===== src/design/dbg_pkg.sv =====
/* Shared widths, DMI addresses and codes for the debug path.
   SBCS layout follows the RISC-V debug spec, only 32-bit accesses are reported. */
`default_nettype none

package dbg_pkg;

   // DMI geometry
   localparam int DMI_ABITS = 7;
   localparam int DMI_DBITS = 32;

   // Request ops in, response ops out
   localparam logic [1:0] DMI_OP_NOP   = 2'd0;
   localparam logic [1:0] DMI_OP_READ  = 2'd1;
   localparam logic [1:0] DMI_OP_WRITE = 2'd2;
   localparam logic [1:0] DMI_RSP_OK   = 2'd0;
   localparam logic [1:0] DMI_RSP_BUSY = 2'd3;

   // DM register map
   localparam logic [DMI_ABITS-1:0] DM_DATA0      = 7'h04;
   localparam logic [DMI_ABITS-1:0] DM_DMCONTROL  = 7'h10;
   localparam logic [DMI_ABITS-1:0] DM_DMSTATUS   = 7'h11;
   localparam logic [DMI_ABITS-1:0] DM_SBCS       = 7'h38;
   localparam logic [DMI_ABITS-1:0] DM_SBADDRESS0 = 7'h39;
   localparam logic [DMI_ABITS-1:0] DM_SBDATA0    = 7'h3C;

   localparam logic [2:0] SBERR_NONE    = 3'd0;
   localparam logic [2:0] SBERR_BADADDR = 3'd2;
   localparam logic [2:0] SBERR_BADSIZE = 3'd4;

   // TAP instructions, any other code selects BYPASS
   localparam logic [4:0] IR_IDCODE = 5'h01;
   localparam logic [4:0] IR_DTMCS  = 5'h10;
   localparam logic [4:0] IR_DMI    = 5'h11;

   typedef struct packed {
      logic [2:0] sbversion;
      logic [5:0] rsvd;
      logic       sbbusyerror;
      logic       sbbusy;
      logic       sbreadonaddr;
      logic [2:0] sbaccess;
      logic       sbautoincrement;
      logic       sbreadondata;
      logic [2:0] sberror;
      logic [6:0] sbasize;
      logic [4:0] sbaccess_sizes;
   } sbcs_t;

   // One DMI data word, seen raw or as SBCS fields
   typedef union packed {
      logic [DMI_DBITS-1:0] raw;
      sbcs_t                sbcs;
   } dmi_word_u;

endpackage

`default_nettype wire

===== src/design/dm_sba.sv =====
/* Debug module with data0, dmactive and 32-bit system bus access only.
   Every DMI request is answered one cycle later and an SBA access takes 2 cycles. */
`timescale 1ns/1ps
`default_nettype none

module dm_sba import dbg_pkg::*; #(
   parameter int MEM_WORDS = 1024
) (
   input  wire                          clk_sys,
   input  wire                          rst_i,
   input  wire                          dmi_req_i,
   input  wire  [1:0]                   dmi_op_i,
   input  wire  [DMI_ABITS-1:0]         dmi_addr_i,
   input  wire  [DMI_DBITS-1:0]         dmi_wdata_i,
   output logic                         dmi_rsp_o,
   output logic [DMI_DBITS-1:0]         dmi_rdata_o,
   output logic                         mem_req_o,
   output logic                         mem_we_o,
   output logic [$clog2(MEM_WORDS)-1:0] mem_addr_o,
   output logic [31:0]                  mem_wdata_o,
   input  wire                          mem_rvalid_i,
   input  wire  [31:0]                  mem_rdata_i
);

   localparam int          AW        = $clog2(MEM_WORDS);
   localparam int unsigned MEM_BYTES = MEM_WORDS * 4;

   localparam logic [1:0]
      SBA_IDLE  = 2'd0,
      SBA_ISSUE = 2'd1,
      SBA_WAIT  = 2'd2;

   logic [1:0]           op_q;
   logic [DMI_ABITS-1:0] addr_q;
   dmi_word_u            wr_word;
   dmi_word_u            rd_sbcs;
   logic [31:0]          data0_q;
   logic                 dmactive_q;
   logic                 sbbusyerror_q;
   logic                 sbreadonaddr_q;
   logic [2:0]           sbaccess_q;
   logic                 sbautoinc_q;
   logic                 sbreadondata_q;
   logic [2:0]           sberror_q;
   logic [31:0]          sbaddress0_q;
   logic [31:0]          sbdata0_q;
   logic [1:0]           sba_state_q;
   logic                 bus_we_q;
   logic                 wr_en;
   logic                 rd_en;
   logic                 sba_busy;
   logic                 err_hold;
   logic                 acc_req;
   logic                 acc_we;
   logic [31:0]          acc_addr;
   logic                 bad_addr;

   assign wr_en    = dmi_rsp_o && (op_q == DMI_OP_WRITE);
   assign rd_en    = dmi_rsp_o && (op_q == DMI_OP_READ);
   assign sba_busy = (sba_state_q != SBA_IDLE);
   assign err_hold = sbbusyerror_q || (sberror_q != SBERR_NONE);

   // Bus access triggers are all seen on the response cycle
   assign acc_we  = wr_en && (addr_q == DM_SBDATA0);
   assign acc_req = acc_we ||
                    (wr_en && addr_q == DM_SBADDRESS0 && sbreadonaddr_q) ||
                    (rd_en && addr_q == DM_SBDATA0 && sbreadondata_q);

   // A new sbaddress0 is checked before it lands in the register
   assign acc_addr = (wr_en && addr_q == DM_SBADDRESS0) ? wr_word.raw : sbaddress0_q;
   assign bad_addr = (acc_addr[1:0] != 2'b00) || (acc_addr >= MEM_BYTES);

   always_comb begin
      rd_sbcs.raw                 = '0;
      rd_sbcs.sbcs.sbversion      = 3'd1;
      rd_sbcs.sbcs.sbbusyerror    = sbbusyerror_q;
      rd_sbcs.sbcs.sbbusy         = sba_busy;
      rd_sbcs.sbcs.sbreadonaddr   = sbreadonaddr_q;
      rd_sbcs.sbcs.sbaccess       = sbaccess_q;
      rd_sbcs.sbcs.sbautoincrement = sbautoinc_q;
      rd_sbcs.sbcs.sbreadondata   = sbreadondata_q;
      rd_sbcs.sbcs.sberror        = sberror_q;
      rd_sbcs.sbcs.sbasize        = 7'd32;
      rd_sbcs.sbcs.sbaccess_sizes = 5'b00100;
   end

   always_comb begin
      dmi_rdata_o = '0;
      if (op_q == DMI_OP_READ) begin
         case (addr_q)
            DM_DATA0:      dmi_rdata_o = data0_q;
            DM_DMCONTROL:  dmi_rdata_o = {31'd0, dmactive_q};
            DM_DMSTATUS:   dmi_rdata_o = 32'd2;
            DM_SBCS:       dmi_rdata_o = rd_sbcs.raw;
            DM_SBADDRESS0: dmi_rdata_o = sbaddress0_q;
            // Bypass read data arriving this cycle
            DM_SBDATA0:    dmi_rdata_o = mem_rvalid_i ? mem_rdata_i : sbdata0_q;
            default:       dmi_rdata_o = '0;
         endcase
      end
   end

   always_ff @(posedge clk_sys) begin
      if (rst_i) begin
         dmi_rsp_o      <= 1'b0;
         data0_q        <= '0;
         dmactive_q     <= 1'b0;
         sbbusyerror_q  <= 1'b0;
         sbreadonaddr_q <= 1'b0;
         sbaccess_q     <= 3'd0;
         sbautoinc_q    <= 1'b0;
         sbreadondata_q <= 1'b0;
         sberror_q      <= SBERR_NONE;
         sbaddress0_q   <= '0;
         sbdata0_q      <= '0;
         sba_state_q    <= SBA_IDLE;
         mem_req_o      <= 1'b0;
      end else begin
         dmi_rsp_o <= dmi_req_i;
         mem_req_o <= 1'b0;
         case (sba_state_q)
            SBA_ISSUE: begin
               mem_req_o   <= 1'b1;
               sba_state_q <= SBA_WAIT;
            end
            SBA_WAIT: begin
               sba_state_q <= SBA_IDLE;
               if (sbautoinc_q) begin
                  sbaddress0_q <= sbaddress0_q + 32'd4;
               end
            end
            default: begin
               sba_state_q <= SBA_IDLE;
            end
         endcase
         if (mem_rvalid_i) begin
            sbdata0_q <= mem_rdata_i;
         end
         // DMI writes override bus updates on the same edge
         if (wr_en) begin
            case (addr_q)
               DM_DATA0:      data0_q <= wr_word.raw;
               DM_DMCONTROL:  dmactive_q <= wr_word.raw[0];
               DM_SBCS: begin
                  sbbusyerror_q  <= sbbusyerror_q & ~wr_word.sbcs.sbbusyerror;
                  sberror_q      <= sberror_q & ~wr_word.sbcs.sberror;
                  sbreadonaddr_q <= wr_word.sbcs.sbreadonaddr;
                  sbaccess_q     <= wr_word.sbcs.sbaccess;
                  sbautoinc_q    <= wr_word.sbcs.sbautoincrement;
                  sbreadondata_q <= wr_word.sbcs.sbreadondata;
               end
               DM_SBADDRESS0: sbaddress0_q <= wr_word.raw;
               DM_SBDATA0:    sbdata0_q <= wr_word.raw;
               default: ;
            endcase
         end
         if (acc_req && sba_busy) begin
            sbbusyerror_q <= 1'b1;
         end else if (acc_req && !err_hold) begin
            if (sbaccess_q != 3'd2) begin
               sberror_q <= SBERR_BADSIZE;
            end else if (bad_addr) begin
               sberror_q <= SBERR_BADADDR;
            end else begin
               sba_state_q <= SBA_ISSUE;
            end
         end
      end
   end

   always_ff @(posedge clk_sys) begin
      if (dmi_req_i) begin
         op_q        <= dmi_op_i;
         addr_q      <= dmi_addr_i;
         wr_word.raw <= dmi_wdata_i;
      end
      if (acc_req) begin
         bus_we_q <= acc_we;
      end
      if (sba_state_q == SBA_ISSUE) begin
         mem_we_o    <= bus_we_q;
         mem_addr_o  <= sbaddress0_q[AW+1:2];
         mem_wdata_o <= sbdata0_q;
      end
   end

endmodule

`default_nettype wire


===== config.mk =====
export PLATFORM = sky130hd
export DESIGN_NAME = dm_sba
export DESIGN_NICKNAME = d
export VERILOG_FILES = /design/src/design/dbg_pkg.sv /design/src/design/dm_sba.sv
export SDC_FILE = /design/constraint.sdc
export NUM_CORES = 1
export LEC_CHECK = 0
export ABC_AREA = 1
export BUFFER_PORTS_ARGS = -buffer_cell sky130_fd_sc_hd__buf_2
export CAP_MARGIN = 20
export CORE_UTILIZATION = 57
export CTS_BUF_LIST = sky130_fd_sc_hd__clkbuf_4
export DETAILED_ROUTE_END_ITERATION = 10
export GPL_TIMING_DRIVEN = 0
export PLACE_DENSITY_LB_ADDON = 0.12
export SLEW_MARGIN = 20
export SYNTH_ARGS = -nofsm -noshare
export SYNTH_HDL_FRONTEND = slang
export SYNTH_SLANG_ARGS = --single-unit

===== constraint.sdc =====
create_clock -name clk_sys -period 5.1 [get_ports clk_sys]
set_input_delay 1.275 -clock clk_sys [delete_from_list [all_inputs] [get_ports clk_sys]]
set_output_delay 1.275 -clock clk_sys [all_outputs]
set_load 0.1 [all_outputs]

==> out/metrics.yaml <==
run_status:
  outcome: "finished clean"
yosys:
  muxShareOfSynthArea: 0.0410
  synth_fp_nets: 1066
  synth-compound-area-share: 0.158
  synth_cell_types: 41
  avgSynthCellArea_um2: 8.89
  synth_edf_count: 85
  async_flop_share: 0
  netlist_area_mm2: 0.00878
  ys.flop_type: "dfxtp_1"
  synth_seq_area_share: 0.544
  syn_inst: 988
  synth_top_family_by_area: "simple AND/OR/NAND/NOR gates"
  yosys_warnings: 0
  yosys.area_share.xor_xnor: 0.00599
  synth-adder-area-share: 0.00143
  synth-simple-area-share: 0.177
  ys_seq_elements: 196
worst_setup_path:
  r2r_start: "addr_q[3]"
  reg2regPathDepth: 12
  cp.arrival_ns: 3.49
  max_stage_delay_ns: 0.50
  cp_max_fo: 10
  reg2reg_setup_slack_ns: 2.73
  path_class: "register to output port"
  slowest_stage: "buf_2"
  crit_required_ns: 3.83
  crit_chain: "inv_1 -> nand2_1 -> nor2_8 -> buf_2 -> nand2_1 -> buf_2 -> nand3_1 -> nand2_2 -> a31oi_1 -> buf_2"
  start_kind: "register"
  reg2reg_to: "sberror_q[1]"
  cp_common_cell: "buf_2"
  crit_start: "addr_q[1]"
  crit_path_end_kind: "output port"
placed_design:
  gp_congestion: 0.972
  numPortBuffers: 151
  dp_hpwl_um: 19900
cells_and_area:
  fin_nets: 1237
  syn_to_final_growth_pct: 14.3
  drive_above_1_share: 0.215
  most-common-layout-cells: "nand2_1 (189), buf_2 (164), dfxtp_1 (111)"
  final_common_cell: "nand2_1"
detailed_routing:
  drt_pass1_iterations: 7
  vias_per_cell: 5.82
  via_count: 7893
  dr.first_iter.drc_count: 1049
  drc: 0
  wl_per_cell_um: 19.0
  finalWirelength_um: 25800
  ant_nets: 0
floorplan:
  core-area_mm2: 0.0148
  pin_count: 154
  die_area_mm2: 0.0159
  die-height_um: 126
  rows: 44
  initial_core_util: 0.595
  die_x_um: 126
timing:
  fmax_mhz: 210
  rsz0062_at_grt: "false"
  final.setup.tns_ns: 0
  final-max-slew-violation-count: 0
  hold_viol_final: 0
  setup_viol: 0
  clock_skew_ns: 0.0239
  slew_headroom: 0.352
  fin_crit_ns: 4.77
  timing.final.crit_share: 0.935
  tightest_slew_ns: 0.972
pwr:
  max-vdd-ir-drop_v: 0.000141
  power_mw: 2.64
  power_density_mw_per_mm2: 263
  p_leak_nw: 4.21
hold_path:
  worstHoldEndpoint: "mem_we_o"
  holdCritStartpoint: "bus_we_q"
  hold_class: "register to register"
  hold_depth: 0
clock_network:
  root_buffer: "clkbuf_4"
  postCtsSetupBuffers: 0
  cts_buffers: 17
  htreeDepth: 4
  clk_pin_slew_ns: 0.15
  cts_tree: "yes"
  clockBufferDepth: 2
  cts-resized-gates: 0
  clock_latency_ns: 0.60
  holdBufCountCts: 0
  cts_sinks: 196
global_route:
  grt_pass1_wl_um: 38900
  grt_max_degree: 43
  antenna_found_initial: 1
  grt.overflow.total: 0
  grtUsageTotal: 0.328
  grt_pass1_vias: 6963
flow_run:
  timing.max_cap.violations: 0
==> report_power, final <==
| part | total [mW] | internal, mW | switching, mW |
|---|---|---|---|
| clock network | 0.747 | 0.210 | 0.537 |
| logic | 0.183 | 0.0616 | 0.121 |
| registers | 1.71 | 1.68 | 0.0249 |
| total | 2.64 | 1.95 | 0.683 |
==> cells in the mapped netlist (all sizes together) (3+ instances only) <==
cell type,count,area share
nor4,6,0.0043
dfxtp,111,0.25
clkbuf,33,0.014
buf,20,0.015
nor3,23,0.014
mux2,32,0.041
edfxtp,85,0.29
inv,103,0.044
a21oi,97,0.056
nor2,65,0.031
nand2,192,0.083
a221oi,16,0.016
a211oi,8,0.0068
o21ai,89,0.051
xor2,6,0.0060
a31oi,8,0.0057
or2,3,0.0021
nand3,34,0.021
nand4,25,0.018
a311oi,5,0.0050
o211ai,19,0.016
==> state kept, by name, summed over array words and instances (netlist names), 2 cells and up <==
name / count
sbdata0_q: 32
mem_addr_o: 10
mem_wdata_o: 32
sba_state_q: 2
sbaddress0_q: 32
sbaccess_q: 3
sberror_q: 3
data0_q: 32
addr_q: 7
op_q: 2
wr_word: 32
==> logic make-up (layout without fill, tap and decap cells) <==
group,after synthesis,in the layout
and+or+nand+nor,352,352
AOI/OAI and AO/OA,244,244
DFF,196,196
buffers and inverters,157,341
muxes,32,32
xor gates and xnor gates,6,6
adders and majority gates,1,1
other,0,1
==> metal layers <==
layer  vias to the layer above  GRT usage  part of all wire
li1                       3755          -                 -
met1                      3615      0.475              0.44
met2                       463      0.490              0.43
met3                        60     0.0654              0.10
met4                         0      0.113             0.027
met5                         -          0                 0
==> how the worst max path moves through the flow <==
stage / to / slack (ns)
2_1_floorplan: dmi_rdata_o[11] / 0.26
3_3_place_gp: dmi_rdata_o[0] / 0.65
3_5_place_dp: dmi_rdata_o[0] / 0.65
6_report: dmi_rdata_o[26] / 0.33
5_1_grt: dmi_rdata_o[26] / 0.22
4_1_cts: dmi_rdata_o[26] / 0.35
==> through the flow <==
stage          setup WS [ns]  hold WS [ns]  cell area (um^2)  cells  utilization
6_report               0.331         0.439             10000   1357        0.680
5_1_grt                0.220         0.452             10000   1357        0.680
4_1_cts                0.351         0.441             10000   1356        0.680
3_5_place_dp           0.647         0.407              9790   1324        0.664
3_3_place_gp           0.648         0.405              9770   1323        0.662
2_1_floorplan          0.255         0.400              8780    988            -
==> critical path: cells and delay by family, from the launching register on <==
family / cells / cell delay (ns)
buf+inv: 4 / 1.11
simple gates: 5 / 0.99
flops: 1 / 0.43
compound gates: 1 / 0.36
==> final cells by class <==
cell class	instances	area, um^2
clock inverters	13	98.8
flip-flops and latches	196	4770
repair buffers	152	776
plain buffers	53	253
multi-input cells	635	3370
clock buffers	19	143
diodes	1	2.50
well taps	184	230
inverters	104	390
fillers	1215	4720
Note: power is estimated with default switching activity, not from simulation.
