### src/design/dbg_pkg.sv
/* Shared widths, DMI addresses and codes for the debug path.
   SBCS layout follows the RISC-V debug spec, only 32-bit accesses are reported. */
`default_nettype none

package dbg_pkg;

   // DMI geometry
   localparam int DMI_ABITS = 7;
   localparam int DMI_DBITS = 32;

   // Request ops in, response ops out
   localparam logic [1:0] DMI_OP_NOP   = 2'd0;
   localparam logic [1:0] DMI_OP_READ  = 2'd1;
   localparam logic [1:0] DMI_OP_WRITE = 2'd2;
   localparam logic [1:0] DMI_RSP_OK   = 2'd0;
   localparam logic [1:0] DMI_RSP_BUSY = 2'd3;

   // DM register map
   localparam logic [DMI_ABITS-1:0] DM_DATA0      = 7'h04;
   localparam logic [DMI_ABITS-1:0] DM_DMCONTROL  = 7'h10;
   localparam logic [DMI_ABITS-1:0] DM_DMSTATUS   = 7'h11;
   localparam logic [DMI_ABITS-1:0] DM_SBCS       = 7'h38;
   localparam logic [DMI_ABITS-1:0] DM_SBADDRESS0 = 7'h39;
   localparam logic [DMI_ABITS-1:0] DM_SBDATA0    = 7'h3C;

   localparam logic [2:0] SBERR_NONE    = 3'd0;
   localparam logic [2:0] SBERR_BADADDR = 3'd2;
   localparam logic [2:0] SBERR_BADSIZE = 3'd4;

   // TAP instructions, any other code selects BYPASS
   localparam logic [4:0] IR_IDCODE = 5'h01;
   localparam logic [4:0] IR_DTMCS  = 5'h10;
   localparam logic [4:0] IR_DMI    = 5'h11;

   typedef struct packed {
      logic [2:0] sbversion;
      logic [5:0] rsvd;
      logic       sbbusyerror;
      logic       sbbusy;
      logic       sbreadonaddr;
      logic [2:0] sbaccess;
      logic       sbautoincrement;
      logic       sbreadondata;
      logic [2:0] sberror;
      logic [6:0] sbasize;
      logic [4:0] sbaccess_sizes;
   } sbcs_t;

   // One DMI data word, seen raw or as SBCS fields
   typedef union packed {
      logic [DMI_DBITS-1:0] raw;
      sbcs_t                sbcs;
   } dmi_word_u;

endpackage

`default_nettype wire
### src/design/jtag_dtm.sv
/* JTAG DTM with TCK tied to clk_sys, so the TAP moves one state per clock.
   A DMI request made while one is pending is dropped and sets sticky busy status. */
`timescale 1ns/1ps
`default_nettype none

module jtag_dtm import dbg_pkg::*; #(
   parameter logic [31:0] IDCODE_VAL = 32'h0000_0001
) (
   input  wire                  clk_sys,
   input  wire                  rst_i,
   input  wire                  tms_i,
   input  wire                  tdi_i,
   output logic                 tdo_o,
   output logic                 dmi_req_o,
   output logic [1:0]           dmi_op_o,
   output logic [DMI_ABITS-1:0] dmi_addr_o,
   output logic [DMI_DBITS-1:0] dmi_wdata_o,
   input  wire                  dmi_rsp_i,
   input  wire  [DMI_DBITS-1:0] dmi_rdata_i
);

   localparam int DR_W = DMI_ABITS + DMI_DBITS + 2;

   localparam logic [3:0]
      S_TLR    = 4'h0,
      S_RTI    = 4'h1,
      S_SEL_DR = 4'h2,
      S_CAP_DR = 4'h3,
      S_SH_DR  = 4'h4,
      S_EX1_DR = 4'h5,
      S_PAU_DR = 4'h6,
      S_EX2_DR = 4'h7,
      S_UPD_DR = 4'h8,
      S_SEL_IR = 4'h9,
      S_CAP_IR = 4'hA,
      S_SH_IR  = 4'hB,
      S_EX1_IR = 4'hC,
      S_PAU_IR = 4'hD,
      S_EX2_IR = 4'hE,
      S_UPD_IR = 4'hF;

   logic [3:0]           tap_state_q;
   logic [3:0]           tap_state_d;
   logic [4:0]           ir_q;
   logic [4:0]           ir_shift_q;
   logic [DR_W-1:0]      dr_q;
   logic [DMI_DBITS-1:0] rsp_data_q;
   logic                 rsp_pending_q;
   logic                 busy_sticky_q;
   logic [1:0]           upd_op;
   logic                 dmi_update;
   logic                 dmi_issue;

   // Standard TAP transitions
   always_comb begin
      case (tap_state_q)
         S_TLR:    tap_state_d = tms_i ? S_TLR    : S_RTI;
         S_RTI:    tap_state_d = tms_i ? S_SEL_DR : S_RTI;
         S_SEL_DR: tap_state_d = tms_i ? S_SEL_IR : S_CAP_DR;
         S_CAP_DR: tap_state_d = tms_i ? S_EX1_DR : S_SH_DR;
         S_SH_DR:  tap_state_d = tms_i ? S_EX1_DR : S_SH_DR;
         S_EX1_DR: tap_state_d = tms_i ? S_UPD_DR : S_PAU_DR;
         S_PAU_DR: tap_state_d = tms_i ? S_EX2_DR : S_PAU_DR;
         S_EX2_DR: tap_state_d = tms_i ? S_UPD_DR : S_SH_DR;
         S_UPD_DR: tap_state_d = tms_i ? S_SEL_DR : S_RTI;
         S_SEL_IR: tap_state_d = tms_i ? S_TLR    : S_CAP_IR;
         S_CAP_IR: tap_state_d = tms_i ? S_EX1_IR : S_SH_IR;
         S_SH_IR:  tap_state_d = tms_i ? S_EX1_IR : S_SH_IR;
         S_EX1_IR: tap_state_d = tms_i ? S_UPD_IR : S_PAU_IR;
         S_PAU_IR: tap_state_d = tms_i ? S_EX2_IR : S_PAU_IR;
         S_EX2_IR: tap_state_d = tms_i ? S_UPD_IR : S_SH_IR;
         default:  tap_state_d = tms_i ? S_SEL_DR : S_RTI;
      endcase
   end

   always_ff @(posedge clk_sys) begin
      if (rst_i) begin
         tap_state_q <= S_TLR;
      end else begin
         tap_state_q <= tap_state_d;
      end
   end

   // Test-Logic-Reset also selects IDCODE
   always_ff @(posedge clk_sys) begin
      if (rst_i || tap_state_q == S_TLR) begin
         ir_q <= IR_IDCODE;
      end else if (tap_state_q == S_UPD_IR) begin
         ir_q <= ir_shift_q;
      end
   end

   always_ff @(posedge clk_sys) begin
      if (tap_state_q == S_CAP_IR) begin
         ir_shift_q <= 5'b00001;
      end else if (tap_state_q == S_SH_IR) begin
         ir_shift_q <= {tdi_i, ir_shift_q[4:1]};
      end
   end

   // One shift register serves every DR and its length depends on IR
   always_ff @(posedge clk_sys) begin
      if (tap_state_q == S_CAP_DR) begin
         case (ir_q)
            IR_IDCODE: dr_q <= {9'd0, IDCODE_VAL};
            IR_DTMCS:  dr_q <= {29'd0, {2{busy_sticky_q}}, 6'(DMI_ABITS), 4'd1};
            IR_DMI:    dr_q <= {dmi_addr_o, rsp_data_q,
                                busy_sticky_q ? DMI_RSP_BUSY : DMI_RSP_OK};
            default:   dr_q <= '0;
         endcase
      end else if (tap_state_q == S_SH_DR) begin
         case (ir_q)
            IR_DMI:              dr_q <= {tdi_i, dr_q[DR_W-1:1]};
            IR_IDCODE, IR_DTMCS: dr_q <= {9'd0, tdi_i, dr_q[31:1]};
            default:             dr_q <= {40'd0, tdi_i};
         endcase
      end
   end

   assign tdo_o = (tap_state_q == S_SH_IR) ? ir_shift_q[0] : dr_q[0];

   assign upd_op     = dr_q[1:0];
   assign dmi_update = (tap_state_q == S_UPD_DR) && (ir_q == IR_DMI);
   assign dmi_issue  = dmi_update && !rsp_pending_q && !busy_sticky_q &&
                       (upd_op == DMI_OP_READ || upd_op == DMI_OP_WRITE);

   always_ff @(posedge clk_sys) begin
      if (rst_i) begin
         dmi_req_o     <= 1'b0;
         rsp_pending_q <= 1'b0;
         busy_sticky_q <= 1'b0;
      end else begin
         dmi_req_o <= dmi_issue;
         if (dmi_issue) begin
            rsp_pending_q <= 1'b1;
         end else if (dmi_rsp_i) begin
            rsp_pending_q <= 1'b0;
         end
         // An overlapping request is reported as busy until dmireset
         if (dmi_update && upd_op != DMI_OP_NOP && rsp_pending_q) begin
            busy_sticky_q <= 1'b1;
         end
         // dmireset or dmihardreset
         if (tap_state_q == S_UPD_DR && ir_q == IR_DTMCS && (dr_q[16] || dr_q[17])) begin
            busy_sticky_q <= 1'b0;
         end
      end
   end

   always_ff @(posedge clk_sys) begin
      if (dmi_issue) begin
         dmi_op_o    <= upd_op;
         dmi_addr_o  <= dr_q[DR_W-1:DMI_DBITS+2];
         dmi_wdata_o <= dr_q[DMI_DBITS+1:2];
      end
      if (dmi_rsp_i) begin
         rsp_data_q <= dmi_rdata_i;
      end
   end

endmodule

`default_nettype wire

### config.mk
export PLATFORM = sky130hd
export DESIGN_NAME = jtag_dtm
export DESIGN_NICKNAME = d
export VERILOG_FILES = /design/src/design/dbg_pkg.sv /design/src/design/jtag_dtm.sv
export SDC_FILE = /design/constraint.sdc
export NUM_CORES = 1
export LEC_CHECK = 0
export ABC_CLOCK_PERIOD_IN_PS = 6600
export CAP_MARGIN = 40
export CORE_MARGIN = 4
export CORE_UTILIZATION = 50
export DETAILED_ROUTE_END_ITERATION = 8
export DONT_BUFFER_PORTS = 1
export GPL_ROUTABILITY_DRIVEN = 0
export PLACE_DENSITY = 0.71
export SETUP_SLACK_MARGIN = 0.05
export SYNTH_ARGS = -nofsm -noshare
export SYNTH_HDL_FRONTEND = slang
export SYNTH_SLANG_ARGS = --single-unit
### constraint.sdc
create_clock -name clk_sys -period 6.6 [get_ports clk_sys]
set_input_delay 1.32 -clock clk_sys [delete_from_list [all_inputs] [get_ports clk_sys]]
set_output_delay 1.32 -clock clk_sys [all_outputs]
set_load 0.02 [all_outputs]
==> results.yml <==
routing:
  via_per_inst: 5.60
  drcViolationCount: 0
  totalWireLength_mm: 8.83
  detailedRoute.firstIterationViolations: 251
  post_drt_wl_per_cell_um: 18.7
  antenna_left: 0
  detailroute.via_count: 2647
  dr.pass1.iters: 5
sta:
  grt_setup_unrepaired: "no"
  clock_period_minus_worst_slack_ps: 3460
  finalMaxSlewViolations: 0
  setup_viol: 0
  setup_slack_ps: 3140
  tightestPinTransition_ps: 745
  final_min_period_over_clock_period: 0.524
  relSlewSlack: 0.500
  tns_ps: 0
  clock.fmax_mhz: 289
  clock_skew_ps: 9.05
  timing.final.hold_violations: 0
synth:
  share_of_the_yosys_chip_area_belonging_to_registers: 0.762
  mappedNetlistNets: 362
  synth_flop_cell: "sky130_fd_sc_hd__edfxtp_1"
  syn_area_um2: 4940
  post_synth.cell_area_avg_um2: 15.2
  synth_top_area_frac: 0.693
  yosys_register_bits: 131
  netlist_top_cells_area: "sky130_fd_sc_hd__edfxtp_1 (69%), sky130_fd_sc_hd__dfxtp_1 (6.9%), sky130_fd_sc_hd__a22o_1 (4.4%)"
  synth_largest_area_cell: "sky130_fd_sc_hd__edfxtp_1"
  synthArstFlopShare: 0
  count_of_warnings_emitted_by_yosys: 0
  synthesis.instances: 324
  yosys.cell_types.count: 41
  synth_edf_count: 114
clock_network:
  post_cts.resized_instances: 0
  ctsLongestPathBuffers: 2
  cts_root_buf: "sky130_fd_sc_hd__clkbuf_8"
  path_clk_slew_ps: 60
  tritoncts_clock_tree: "done"
  number_of_post_cts_setup_repair_buffers: 0
  cts.hold.buffers_added: 0
  numCtsBuffers: 17
  clock_sinks: 131
  cts_max_level: 4
  insertion_delay_ps: 520
min_path:
  holdPathStages: 0
  min_delay_worst_endpoint: "dmi_wdata_o[4]"
  hold_path_class: "reg2reg"
  holdCritStartpoint: "dr_q[6]"
grt:
  grtUsageTotal: 0.160
  globalRouteOverflowTotal: 0
  grt_start_max_net_pins: 42
  first_global_vias: 2582
  grt_antenna_before_repair: 0
  grt_first_pass_wirelength_mm: 13.6
die:
  die_h_um: 107
  floorplan.die_area_um2: 11500
  placementRows: 36
  std_cell_core_area_um2: 9680
  initial_core_util: 0.510
  dieWidth_um: 107
  design.portCount: 80
worst_setup_path:
  crit-reg2reg-capture: "dr_q[1]"
  critical_path_class: "reg2out"
  cp_max_fo: 17
  startpoint_type: "register"
  worstSetupEndpointType: "output port"
  r2r_cells: 3
  required_ps: 5280
  launching_point_of_the_worst_reg2reg_path: "tap_state_q[0]"
  reg2reg_setup_slack_ps: 3920
  data_arrival_at_the_endpoint_of_the_critical_path_ps: 2140
run_status:
  status: "complete, no violations"
finish:
  nets: 365
  diodes: 0
  finalInstanceArea_um2: 5580
  synthToLayoutAreaGrowth_pct: 13.0
  layout-drive-gt1-share: 0.121
placed_design:
  placed_area_um2: 5020
  hpwl_mm: 5.48
  numPortBuffers: 0
  dp_worst_setup_slack_ps: 3680
pwr:
  power.ir.vdd_worst_mv: 0.192
  standby_leakage_power_nw: 1.93
  p_comb_frac: 0.016
  p_per_area_nw_per_um2: 329
  net-switching-power_mw: 0.394
  switching_share: 0.214
  clock_power_share: 0.474
  p_int_mw: 1.44
  power.sequential.fraction: 0.510
run:
  maxCapViolCount: 0
-- state kept, by name, indices dropped and copies added (netlist names) --
| signal | flops |
|---|---|
| dmi_op_o | 2 |
| dmi_addr_o | 7 |
| rsp_data_q | 32 |
| tap_state_q | 4 |
| dr_q | 41 |
| rsp_pending_q | 1 |
| busy_sticky_q | 1 |
| dmi_wdata_o | 32 |
| ir_q | 5 |
| dmi_req_o | 1 |
| ir_shift_q | 5 |
-- per-layer routing --
layer  wire length (µm)  up-vias  part of all wire  track usage
li1                   -     1246                 -            -
met1               3950     1291              0.45        0.203
met2               4220      100              0.48        0.245
met3                522       10             0.059       0.0594
met4                127        0             0.014       0.0748
met5                  0        -                 0            0
-- cell families (layout without fill, tap and decap cells) --
group	count (synthesis)	after routing	synth area share
mux	4	4	0.00811
buf+inv	25	41	0.0306
flops	131	131	0.762
simple gates	93	93	0.0957
compound gates	68	68	0.0975
xor+xnor	2	2	0.00355
fa+ha+maj	1	1	0.00253
-- synth_stat cells, types with 5 or more instances --
| master | n |
|---|---|
| sky130_fd_sc_hd__nand3b_1 | 5 |
| sky130_fd_sc_hd__nand2b_1 | 5 |
| sky130_fd_sc_hd__dfxtp_1 | 17 |
| sky130_fd_sc_hd__nor2_1 | 22 |
| sky130_fd_sc_hd__nand3_1 | 5 |
| sky130_fd_sc_hd__edfxtp_1 | 114 |
| sky130_fd_sc_hd__a21oi_1 | 15 |
| sky130_fd_sc_hd__nand2_1 | 34 |
| sky130_fd_sc_hd__o21ai_0 | 12 |
| sky130_fd_sc_hd__clkbuf_1 | 6 |
| sky130_fd_sc_hd__inv_1 | 6 |
| sky130_fd_sc_hd__a22o_1 | 25 |
| sky130_fd_sc_hd__buf_6 | 6 |
-- through the flow --
| step | cells | hold WS (ps) | utilization | total power [mW] |
|---|---|---|---|---|
| finish | 473 | 449 | 0.576 | 1.84 |
| floorplan | 324 | 421 | - | 0.978 |
| global route | 473 | 460 | 0.576 | 1.90 |
| CTS | 473 | 450 | 0.576 | 1.86 |
| detailed placement | 441 | 436 | 0.518 | 0.984 |
| global placement | 440 | 433 | 0.517 | 0.981 |
-- area by class of cell --
cell class              instances  area (µm²)
inverters                       6        22.5
well taps                     133         166
flip-flops and latches        131        3760
repair buffers                  3        30.0
clock inverters                15         150
multi-input cells             168        1040
fillers                       779        4100
clock buffers                  17         414
-- power by group through the flow --
stage / registers, mW / logic (mW) / clock network [mW]
finish: 0.938 / 0.0293 / 0.871
global route: 0.940 / 0.0331 / 0.929
CTS: 0.937 / 0.0297 / 0.890
detailed placement: 0.955 / 0.0294 / 0
global placement: 0.953 / 0.0276 / 0
floorplan: 0.947 / 0.0304 / 0
-- cell usage in the layout (no fill, tap or decap), types with 5 or more instances in the layout --
master / count
sky130_fd_sc_hd__edfxtp_1: 114
sky130_fd_sc_hd__nand2_1: 34
sky130_fd_sc_hd__a22o_1: 25
sky130_fd_sc_hd__nor2_1: 22
sky130_fd_sc_hd__dfxtp_1: 17
sky130_fd_sc_hd__clkbuf_16: 16
sky130_fd_sc_hd__a21oi_1: 14
sky130_fd_sc_hd__o21ai_0: 12
sky130_fd_sc_hd__inv_6: 6
sky130_fd_sc_hd__inv_1: 5
sky130_fd_sc_hd__nand3b_1: 5
sky130_fd_sc_hd__nand3_1: 5
sky130_fd_sc_hd__nand2b_1: 5
-- worst max-delay path: stages (launching register included) --
cell and delay (ps):
sky130_fd_sc_hd__dfxtp_1 640, sky130_fd_sc_hd__nor2b_1 270, sky130_fd_sc_hd__nand3_1 120, sky130_fd_sc_hd__o21ai_0 590
-- worst max path at each step --
stage	to	cells past startpoint	slack (ps)	start
2_1_floorplan	dr_q[0]	3	3170	tap_state_q[0]
3_3_place_gp	tdo_o	3	3760	tap_state_q[3]
3_5_place_dp	tdo_o	3	3680	tap_state_q[3]
4_1_cts	tdo_o	3	3120	tap_state_q[3]
5_1_grt	tdo_o	3	3000	tap_state_q[3]
6_report	tdo_o	3	3140	tap_state_q[3]
(Power assumes the default switching activity.)
